==> config.mk <==
export PLATFORM = sky130hd
export DESIGN_NAME = ds_pipe_reg
export DESIGN_NICKNAME = d
export VERILOG_FILES = /design/src/rtl/id_pkg.sv /design/src/rtl/ds_pipe_reg.sv
export VERILOG_INCLUDE_DIRS = /design/src /design/src/rtl
export SDC_FILE = /design/constraint.sdc
export NUM_CORES = 1
export LEC_CHECK = 0
export BUFFER_PORTS_ARGS = -buffer_cell sky130_fd_sc_hd__buf_2
export CORE_UTILIZATION = 43
export CTS_CLUSTER_SIZE = 20
export DETAILED_ROUTE_END_ITERATION = 10
export PLACE_DENSITY = 0.83
export SLEW_MARGIN = 40
export SYNTH_ARGS = -nofsm -noshare
export SYNTH_HDL_FRONTEND = slang
export SYNTH_SLANG_ARGS = --single-unit
==> constraint.sdc <==
create_clock -name clk -period 5.7 [get_ports clk]
set_input_delay 0.855 -clock clk [delete_from_list [all_inputs] [get_ports clk]]
set_output_delay 0.855 -clock clk [all_outputs]
set_load 0.02 [all_outputs]
==> src/rtl/id_defines.svh <==
`ifndef ID_DEFINES_SVH
`define ID_DEFINES_SVH

`define DATA_W      32
`define REG_ADDR_W  5
`define NUM_REGS    32
`define ALU_OP_W    12
`define IMM_W       16
`define JIDX_W      26

// primary opcodes
`define OP_SPECIAL  6'h00
`define OP_REGIMM   6'h01
`define OP_J        6'h02
`define OP_JAL      6'h03
`define OP_BEQ      6'h04
`define OP_BNE      6'h05
`define OP_BLEZ     6'h06
`define OP_BGTZ     6'h07
`define OP_ADDIU    6'h09
`define OP_SLTI     6'h0a
`define OP_SLTIU    6'h0b
`define OP_ANDI     6'h0c
`define OP_ORI      6'h0d
`define OP_XORI     6'h0e
`define OP_LUI      6'h0f
`define OP_LW       6'h23
`define OP_SW       6'h2b

// special function codes
`define FN_SLL      6'h00
`define FN_SRL      6'h02
`define FN_SRA      6'h03
`define FN_SLLV     6'h04
`define FN_SRLV     6'h06
`define FN_SRAV     6'h07
`define FN_JR       6'h08
`define FN_JALR     6'h09
`define FN_ADDU     6'h21
`define FN_SUBU     6'h23
`define FN_AND      6'h24
`define FN_OR       6'h25
`define FN_XOR      6'h26
`define FN_NOR      6'h27
`define FN_SLT      6'h2a
`define FN_SLTU     6'h2b

// regimm rt field
`define RT_BLTZ     5'h00
`define RT_BGEZ     5'h01

`endif

==> src/rtl/id_pkg.sv <==
`default_nettype none

`include "id_defines.svh"

package id_pkg;

    typedef logic [`DATA_W-1:0]     word_t;
    typedef logic [`REG_ADDR_W-1:0] reg_addr_t;
    typedef logic [`IMM_W-1:0]      imm_t;
    typedef logic [`JIDX_W-1:0]     jidx_t;
    typedef logic [`ALU_OP_W-1:0]   alu_op_t;   // add sub slt sltu and nor or xor sll srl sra lui

    typedef struct packed {
        word_t inst;
        word_t pc;
    } fs_to_ds_t;

    typedef struct packed {
        alu_op_t alu_op;
        logic    load_op;
        logic    mem_we;
        logic    gr_we;
        logic    src1_is_sa;
        logic    src1_is_pc;
        logic    src2_is_imm;
        logic    src2_ext0;
        logic    src2_is_8;
    } ctrl_t;

    typedef struct packed {
        ctrl_t     ctrl;
        reg_addr_t dest;
        imm_t      imm;
        word_t     rs_value;
        word_t     rt_value;
        word_t     pc;
    } ds_to_es_t;

    typedef struct packed {
        logic  taken;
        word_t target;
    } br_t;

    typedef struct packed {
        logic beq;
        logic bne;
        logic gez;
        logic gtz;
        logic lez;
        logic ltz;
        logic jump_imm;         // j, jal
        logic jump_reg;         // jr, jalr
    } br_kind_t;

    typedef struct packed {
        reg_addr_t dest;        // 0 = no write
        word_t     result;
        logic      res_from_mem;
    } es_fwd_t;

    typedef struct packed {
        reg_addr_t dest;
        word_t     result;
        logic      ready;
    } ms_fwd_t;

    typedef struct packed {
        logic      we;
        reg_addr_t dest;
        word_t     data;
    } wb_t;

endpackage

`default_nettype wire

==> src/rtl/ds_pipe_reg.sv <==
`timescale 1ns/1ps
`default_nettype none

module ds_pipe_reg
    import id_pkg::*;
(
    input  logic      clk,
    input  logic      reset,
    input  logic      fs_to_ds_valid,
    input  fs_to_ds_t fs_to_ds,
    input  logic      es_allowin,
    input  logic      ready_go,
    output logic      ds_allowin,
    output logic      ds_valid,
    output fs_to_ds_t ds_bus
);

    assign ds_allowin = !ds_valid || (ready_go && es_allowin);

    always_ff @(posedge clk) begin
        if (reset) begin
            ds_valid <= 1'b0;
        end else if (ds_allowin) begin
            ds_valid <= fs_to_ds_valid;   // empty slot or item leaving
        end
    end

    always_ff @(posedge clk) begin
        if (fs_to_ds_valid && ds_allowin) begin
            ds_bus <= fs_to_ds;
        end
    end

    // a blocked instruction stays in place
    a_hold_when_blocked: assert property (
        @(posedge clk) disable iff (reset)
        ds_valid && !ds_allowin |=> ds_valid && $stable(ds_bus)
    ) else $error("ds_pipe_reg: blocked instruction changed");

endmodule

`default_nettype wire

==> run summary <==
The detail route stage leaves a number of antenna-violating nets equal to 0. The number of antenna violations at the first check in global routing is 1. Detailed placement finished with a half-perimeter wire length of 2990 um.

The arrival time at the worst endpoint is 1320 ps. Ranked by total cell area, the synthesized netlist is headed by edfxtp_1, dfxtp_1, a21bo_4, a21oi_2, and2_1. The via total after detailed routing is 1211. The final count of pins violating max slew is 0. The reg-to-reg setup timing slack came out at 4070 ps.

For this design the static power due to leakage is 0.00129 uW. The quantity of gates resized following cts is 0. The category of the worst setup path capture point is an output port. The number of hold-repair buffers added at the cts stage is 0. The number of hold-slack violations in the final timing report came out at 0. The commonest non-fill, non-tap cell in the layout is buf_2. The worst setup path is launched from an input port. Clock-pin slew was measured on the worst setup and hold paths at 70 ps.

The highest net fanout along the worst path came out at 3. The final total negative setup slack is 0 ps. The routed wire length came out at 4030 um.

The highest ir drop seen on vdd came out at 0.250 mV. The largest total area in the synthesized netlist belongs to edfxtp_1. The post-synthesis register bit count came out at 65. Setup repair after global routing left no endpoint under its margin.

The post-route clock skew is 3.81 ps. The detailed-routing iteration count for the pre-antenna-repair pass is 4. The clock latency on the worst-skew pair came out at 320 ps. The top cell type by area accounts for 97.2% of the synthesized area.

Counting every net in the synthesized netlist gives 138. The post-detailed-route via-to-cell ratio came out at 4.45. The number of port buffers is 134. The minimum clock period is 2180 ps.

The mapped cell area came out at 0.00198 mm^2. The part of the Yosys area used for sequential elements came out at 98.2%. The TritonCTS clock tree is done. The area enclosed by the die boundary is 0.00487 mm^2.

The final cycle utilization of the critical path is 38.2%. The number of setup buffers added after CTS came out at 0. The worst setup path is of the input port to output port kind. The number of top-level pins is 135. Counting every sink on the clock net gives 65.

The worst hold path belongs to the class flop to flop. The number of clock buffers inserted by TritonCTS is 9. The Yosys warning count came out at 0. The count of unique library cells instantiated by Yosys came out at 6.

The number of DRC violations after detailed-routing iteration 0 came out at 52. The height of the die is 69.8 um. The clock tree synthesis step divided the H-tree into 3 levels. The power per cell area is 388 mW/mm^2.

The total of max-cap violations is 0. The x dimension of the die came out at 69.8 um. In the synthesized netlist, the number of instances is 69. The congestion estimate from routability-driven global placement came to 0.764. Clock tree synthesis selected as its root buffer the cell clkbuf_8. In this run the tightest slew margin relative to its limit is 48.7%. The starting density of the core came out at 45.1%. Setup violations remaining at the end of the flow were counted as 0. The number of placement rows came out at 24. Power comes to 1160 uW. At the worst endpoint, the required time is 4850 ps. For this run, the total global-route usage over all layers was measured as 17.1%. After detailed routing, the number of remaining DRC violations is 0. The final cell utilization of the core is 68.0%. The maximum number of pins on one net before global-route repair came out at 65. The leftover overflow at the end of global routing came out at 0. The maximum operating frequency is 0.459 GHz. The average instance area after synthesis is 28.7 um^2. The number of fill cells is 299.

The mean routed wirelength per cell is 14.8 um. The run finished with clean final reports. The core region is 0.00438 mm^2.

The first global-routing pass estimated 5880 um of wire. For this run, the post-layout net count is 284. The number of global-route vias before repair came out at 1285.

Counting along the longest clock path gives a buffer depth of 2. For the pin with the worst max-slew slack, the measured transition is 769 ps. The growth of design area from synthesis to finish is 50.7%. The post-route netlist has 69.4% of its cells at a drive strength greater than 1. The top cell types in the final layout, fill and taps aside, are buf_2, edfxtp_1, clkbuf_8.
-- synth_stat cells --
master and number:
edfxtp_1 64, and2_1 1, a21bo_4 1, inv_1 1, a21oi_2 1, dfxtp_1 1
-- worst max-delay path, stage by stage --
cell and delay, ps:
buf_2 100, a21bo_4 210, buf_2 150
-- metrics by stage --
step	worst slack (ps)	cells	hold slack [ps]	area, um^2
2_1_floorplan	2720	69	700	1980
3_3_place_gp	3520	256	558	2720
3_5_place_dp	3490	256	563	2720
4_1_cts	3520	271	579	2980
5_1_grt	3510	271	597	2980
6_report	3520	272	583	2980
-- metal layers --
layer  up-vias  wire, um  part of all wire [%]  GRT usage (%)
met3         7       507                    13           9.45
met2        75      2110                    52           29.4
li1        570         -                     -              -
met1       559      1340                    33           15.5
met5         -         0                     0              0
met4         0        77                   1.9           10.2
-- sequential cells by signal, indices dropped and copies added, names as in the netlist --
register / cells
ds_bus: 64
ds_valid: 1
-- cells by family (layout without fill, tap and decap cells) --
| logic type | after synthesis | count (layout) | share of synthesized area, % |
|---|---|---|---|
| flops | 65 | 65 | 98.2 |
| simple gates | 1 | 1 | 0.317 |
| compound gates | 2 | 2 | 1.27 |
| buf+inv | 1 | 151 | 0.190 |
| other cells | 0 | 1 | 0 |
-- power breakdown --
group | total, uW | switching [uW] | internal (uW)
Sequential | 566 | 6.48 | 560
Clock | 490 | 159 | 331
Combinational | 99.7 | 63.8 | 35.9
-- area by class of cell --
class | instances | area [um^2] | area share (%)
clock buffers | 9 | 124 | 4.16
flip-flops and latches | 65 | 1940 | 65.2
repair buffers | 135 | 678 | 22.8
well taps | 52 | 65.1 | 2.18
diodes | 1 | 2.50 | 0.0840
clock inverters | 6 | 131 | 4.41
multi-input cells | 3 | 32.5 | 1.09
inverters | 1 | 3.75 | 0.126
-- final timing paths --
kind,cells after the start,start,endpoint
hold / removal,2,ds_valid,ds_valid
setup reg to reg,3,ds_valid,ds_bus[32]
setup / recovery,3,ready_go,ds_allowin
hold reg to reg,2,ds_valid,ds_valid
Note: power is estimated with default switching activity, not from simulation.
