## config.mk

```make
export PLATFORM = sky130hd
export DESIGN_NAME = branch_unit
export DESIGN_NICKNAME = d
export VERILOG_FILES = /design/src/rtl/id_pkg.sv /design/src/rtl/branch_unit.sv
export VERILOG_INCLUDE_DIRS = /design/src /design/src/rtl
export SDC_FILE = /design/constraint.sdc
export NUM_CORES = 1
export LEC_CHECK = 0
export BUFFER_PORTS_ARGS = -buffer_cell sky130_fd_sc_hd__buf_2
export CAP_MARGIN = 20
export CORE_MARGIN = 1
export CORE_UTILIZATION = 45
export DETAILED_ROUTE_END_ITERATION = 12
export PLACE_DENSITY = 0.81
export SYNTH_ARGS = -nofsm -noshare
export SYNTH_HDL_FRONTEND = slang
export SYNTH_SLANG_ARGS = --single-unit
```

## constraint.sdc

```tcl
create_clock -name vclk -period 3.5
set_clock_uncertainty 0.1 [all_clocks]
set_input_delay 0.175 -clock vclk [all_inputs]
set_output_delay 0.175 -clock vclk [all_outputs]
set_load 0.05 [all_outputs]
```

## src/rtl/id_defines.svh

```systemverilog
`ifndef ID_DEFINES_SVH
`define ID_DEFINES_SVH

`define DATA_W      32
`define REG_ADDR_W  5
`define NUM_REGS    32
`define ALU_OP_W    12
`define IMM_W       16
`define JIDX_W      26

// primary opcodes
`define OP_SPECIAL  6'h00
`define OP_REGIMM   6'h01
`define OP_J        6'h02
`define OP_JAL      6'h03
`define OP_BEQ      6'h04
`define OP_BNE      6'h05
`define OP_BLEZ     6'h06
`define OP_BGTZ     6'h07
`define OP_ADDIU    6'h09
`define OP_SLTI     6'h0a
`define OP_SLTIU    6'h0b
`define OP_ANDI     6'h0c
`define OP_ORI      6'h0d
`define OP_XORI     6'h0e
`define OP_LUI      6'h0f
`define OP_LW       6'h23
`define OP_SW       6'h2b

// special function codes
`define FN_SLL      6'h00
`define FN_SRL      6'h02
`define FN_SRA      6'h03
`define FN_SLLV     6'h04
`define FN_SRLV     6'h06
`define FN_SRAV     6'h07
`define FN_JR       6'h08
`define FN_JALR     6'h09
`define FN_ADDU     6'h21
`define FN_SUBU     6'h23
`define FN_AND      6'h24
`define FN_OR       6'h25
`define FN_XOR      6'h26
`define FN_NOR      6'h27
`define FN_SLT      6'h2a
`define FN_SLTU     6'h2b

// regimm rt field
`define RT_BLTZ     5'h00
`define RT_BGEZ     5'h01

`endif

```

## src/rtl/id_pkg.sv

```systemverilog
`default_nettype none

`include "id_defines.svh"

package id_pkg;

    typedef logic [`DATA_W-1:0]     word_t;
    typedef logic [`REG_ADDR_W-1:0] reg_addr_t;
    typedef logic [`IMM_W-1:0]      imm_t;
    typedef logic [`JIDX_W-1:0]     jidx_t;
    typedef logic [`ALU_OP_W-1:0]   alu_op_t;   // add sub slt sltu and nor or xor sll srl sra lui

    typedef struct packed {
        word_t inst;
        word_t pc;
    } fs_to_ds_t;

    typedef struct packed {
        alu_op_t alu_op;
        logic    load_op;
        logic    mem_we;
        logic    gr_we;
        logic    src1_is_sa;
        logic    src1_is_pc;
        logic    src2_is_imm;
        logic    src2_ext0;
        logic    src2_is_8;
    } ctrl_t;

    typedef struct packed {
        ctrl_t     ctrl;
        reg_addr_t dest;
        imm_t      imm;
        word_t     rs_value;
        word_t     rt_value;
        word_t     pc;
    } ds_to_es_t;

    typedef struct packed {
        logic  taken;
        word_t target;
    } br_t;

    typedef struct packed {
        logic beq;
        logic bne;
        logic gez;
        logic gtz;
        logic lez;
        logic ltz;
        logic jump_imm;         // j, jal
        logic jump_reg;         // jr, jalr
    } br_kind_t;

    typedef struct packed {
        reg_addr_t dest;        // 0 = no write
        word_t     result;
        logic      res_from_mem;
    } es_fwd_t;

    typedef struct packed {
        reg_addr_t dest;
        word_t     result;
        logic      ready;
    } ms_fwd_t;

    typedef struct packed {
        logic      we;
        reg_addr_t dest;
        word_t     data;
    } wb_t;

endpackage

`default_nettype wire

```

## src/rtl/branch_unit.sv

```systemverilog
`timescale 1ns/1ps
`default_nettype none

`include "id_defines.svh"

module branch_unit
    import id_pkg::*;
(
    input  logic     ready_go,
    input  br_kind_t br_kind,
    input  word_t    pc,
    input  imm_t     imm,
    input  jidx_t    jidx,
    input  word_t    rs_value,
    input  word_t    rt_value,
    output br_t      br
);

    word_t seq_pc;
    word_t br_off;
    logic  rs_eq_rt;
    logic  rs_eq_z;
    logic  rs_lt_z;
    logic  rs_gt_z;
    logic  cond;

    assign seq_pc = pc + 32'd4;   // delay slot pc
    assign br_off = {{(`DATA_W - `IMM_W - 2){imm[`IMM_W-1]}}, imm, 2'b00};

    assign rs_eq_rt = (rs_value == rt_value);
    assign rs_eq_z  = (rs_value == '0);
    assign rs_lt_z  = rs_value[`DATA_W-1];
    assign rs_gt_z  = !rs_lt_z && !rs_eq_z;

    assign cond = (br_kind.beq && rs_eq_rt)
               || (br_kind.bne && !rs_eq_rt)
               || (br_kind.gez && !rs_lt_z)
               || (br_kind.gtz && rs_gt_z)
               || (br_kind.lez && (rs_lt_z || rs_eq_z))
               || (br_kind.ltz && rs_lt_z)
               || br_kind.jump_imm
               || br_kind.jump_reg;

    assign br.taken  = cond && ready_go;
    assign br.target = br_kind.jump_reg ? rs_value :
                       br_kind.jump_imm ? {seq_pc[`DATA_W-1:`DATA_W-4], jidx, 2'b00} :
                                          seq_pc + br_off;

endmodule

`default_nettype wire

```

==> flow_metrics.py <==
metrics = {
    "floorplanning": {
        "die_area_um2": 7570,
        "rows": 30,
        "start_util_pct": 47.3,
        "pin_count": 180,
        "dieWidth_um": 87.0,
        "die_h_um": 87.0,
        "coreArea_um2": 6870,
    },
    "sta": {
        "tns_ps": 0,
        "min_period_ps": 3500,
        "period_share_pct": 99.9,
        "max-slew-margin-rel_pct": 61.3,
        "worst_pin_slew_ps": 579,
        "rsz0062_at_grt": "yes",
        "finalSetupViolCount": 0,
        "hold_viol_final": 0,
        "drv_slew": 0,
        "max_freq_ghz": 0.286,
    },
    "grt": {
        "grt_use_met2_pct": 63.9,
        "grt_pass1_vias": 4490,
        "grt_use_met1_pct": 44.1,
        "grt_pass1_wl_um": 21500,
        "antenna_found_initial": 0,
        "grt_max_degree": 29,
        "met3_usage_pct": 4.36,
        "grt_use_total_pct": 35.9,
        "overflow": 0,
        "busiest_layer": "met2",
    },
    "critical_path": {
        "end_kind": "primary output",
        "startpoint_type": "primary input",
        "required_ps": 3220,
        "crit_type": "primary input to primary output",
        "worst_ep_arrival_time_ps": 3220,
        "crit_fanout": 6,
    },
    "clock_tree": {
        "hold_buffers": 0,
    },
    "synthesis": {
        "ys_types": 55,
        "syn_avg_cell_area_um2": 6.84,
        "yosysWarnings": 0,
        "syn-cell-area_um2": 3250,
        "seq_area_frac_synth_pct": 0,
        "synthTopCellsByArea": "ha_1 (13%), xor2_1 (13%), xnor2_1 (8.4%)",
        "syn_nets": 658,
        "netlist_instances": 475,
        "synth_top_area_share_pct": 13.5,
        "synth_top_area_cell": "ha_1",
    },
    "power_and_ir_drop": {
        "p_leak_nw": 2.41,
        "power.share.sequential_pct": 0,
        "finalPower_mw": 0.988,
        "max-vdd-ir-drop_mv": 0.0979,
        "comb_power_share_pct": 100.0,
        "power_density_nw_per_um2": 194,
        "switching_power_mw": 0.591,
        "swShare_pct": 59.8,
        "clockPowerShare_pct": 0,
        "internal_power_mw": 0.397,
    },
    "layout": {
        "fin_cells": 810,
        "stdcell_area_um2": 5100,
        "clkbuf_count": 0,
        "fillers": 569,
        "seqCellArea_um2": 0,
        "seq_cell_count": 0,
        "multiInputGateArea_um2": 3370,
        "drive_gt1_share_pct": 44.7,
        "nNetsFinal": 899,
        "diodes": 0,
        "syn_to_final_growth_pct": 56.9,
    },
    "placed_design": {
        "io_buffers": 180,
        "postPlaceCellArea_um2": 4700,
        "hpwl_um": 12200,
        "placedCellCount": 798,
        "place.gp.congestion": 0.979,
    },
    "route": {
        "via_count": 4789,
        "routed_via_density": 5.91,
        "drc": 0,
        "dr.pass1.iters": 4,
        "drt_iter0_drc": 323,
        "wire_per_inst_um": 18.2,
        "drtAntennaViolNets": 0,
        "wl_um": 14700,
    },
    "hold_path": {
        "hold_depth": 4,
        "min_path_type": "primary input to primary output",
    },
    "job": {
        "drv_cap": 0,
    },
    "status": {
        "status": "finished, final reports clean",
    },
}
## cell usage in the layout, fill, tap and decap left out, types with 4 or more instances in the layout
master | Yosys | final
buf_2 | 6 | 167
buf_4 | 2 | 80
xor2_1 | 48 | 48
nand2_1 | 38 | 36
nor2_1 | 34 | 29
ha_1 | 35 | 28
xnor2_1 | 31 | 27
a21oi_1 | 34 | 27
nor4_1 | 21 | 20
nand4_1 | 19 | 19
o21ai_1 | 9 | 18
nand3_1 | 17 | 16
inv_1 | 13 | 13
a21o_1 | 12 | 12
o21ai_0 | 22 | 12
nor3_1 | 14 | 10
mux2i_1 | 9 | 9
buf_6 | 1 | 9
o21a_1 | 8 | 8
nor2_2 | 2 | 7
o211ai_1 | 7 | 7
a21oi_2 | 1 | 7
o21bai_1 | 7 | 7
a22oi_1 | 7 | 7
o22ai_1 | 7 | 6
and3_1 | 6 | 5
a211oi_2 | 4 | 5
a31oi_1 | 7 | 5
nor3_2 | 0 | 4
xnor2_2 | 0 | 4
a211oi_1 | 5 | 4
ha_4 | 0 | 4
## worst max-delay path, cell delays in order
cell      delay [ps]
buf_4             90
and4_4           310
and3_4           220
nand3_1          110
xnor2_1          260
ha_1             330
a21oi_2          190
o21ai_0          190
a221oi_2         360
nor2_1           100
o21ai_1          190
mux2_1           360
o22ai_2          150
buf_6            180
## power by group through the flow
stage          registers (mW)  logic, mW  clock network, mW
4_1_cts                     0      0.910                  0
3_3_place_gp                0      0.882                  0
6_report                    0      0.988                  0
5_1_grt                     0       1.05                  0
3_5_place_dp                0      0.896                  0
2_1_floorplan               0      0.552                  0
## cell usage after synthesis (9+ instances only)
master	count
xor2_1	48
nand2_1	38
ha_1	35
a21oi_1	34
nor2_1	34
xnor2_1	31
o21ai_0	22
nor4_1	21
nand4_1	19
nand3_1	17
nor3_1	14
inv_1	13
a21o_1	12
clkbuf_1	11
mux2i_1	9
o21ai_1	9
## routing by layer
layer / wire length (um) / vias to the layer above / share of wire, %
met5: 0 / - / 0
met1: 5980 / 2201 / 41
met2: 7050 / 262 / 48
met3: 1080 / 51 / 7.3
li1: - / 2275 / -
met4: 627 / 0 / 4.3
## worst paths after layout
check | slack [ps] | endpoint | startpoint
worst min-delay path | 630 | br[32] | ready_go
worst max-delay path | 4 | br[28] | pc[6]
## stage by stage
stage	util (%)	worst slack (ps)	hold WS, ps
floorplan	-	-16.5	467
global placement	68.4	-178	630
detailed placement	68.4	-244	634
CTS	69.5	-0.379	632
global route	74.2	-92.5	647
finish	74.2	3.62	632
## what timing repair did
| action | 4_1_cts | 5_1_grt |
|---|---|---|
| pin swaps | 3 | 23 |
| gates resized for setup | 12 | 74 |
| buffers inserted | 4 | 8 |
| endpoints found under the setup margin | 9 | 16 |
## area by class of cell
type,instances,area share [%]
multi-input cells,441,66.0
well taps,96,2.36
repair buffers,259,30.6
inverters,14,1.03
## cells by family (layout without fill, tap and decap cells)
| logic type | Yosys count | in the layout | share of synthesized area, % |
|---|---|---|---|
| AND/OR/NAND/NOR | 167 | 167 | 26.0 |
| AO/OA/AOI/OAI | 147 | 147 | 30.1 |
| XOR/XNOR | 79 | 79 | 21.3 |
| adder cells (fa/ha/maj) | 36 | 36 | 14.1 |
| buffers and inverters | 34 | 273 | 4.62 |
| multiplexers | 12 | 12 | 3.93 |
(Power assumes the default switching activity.)
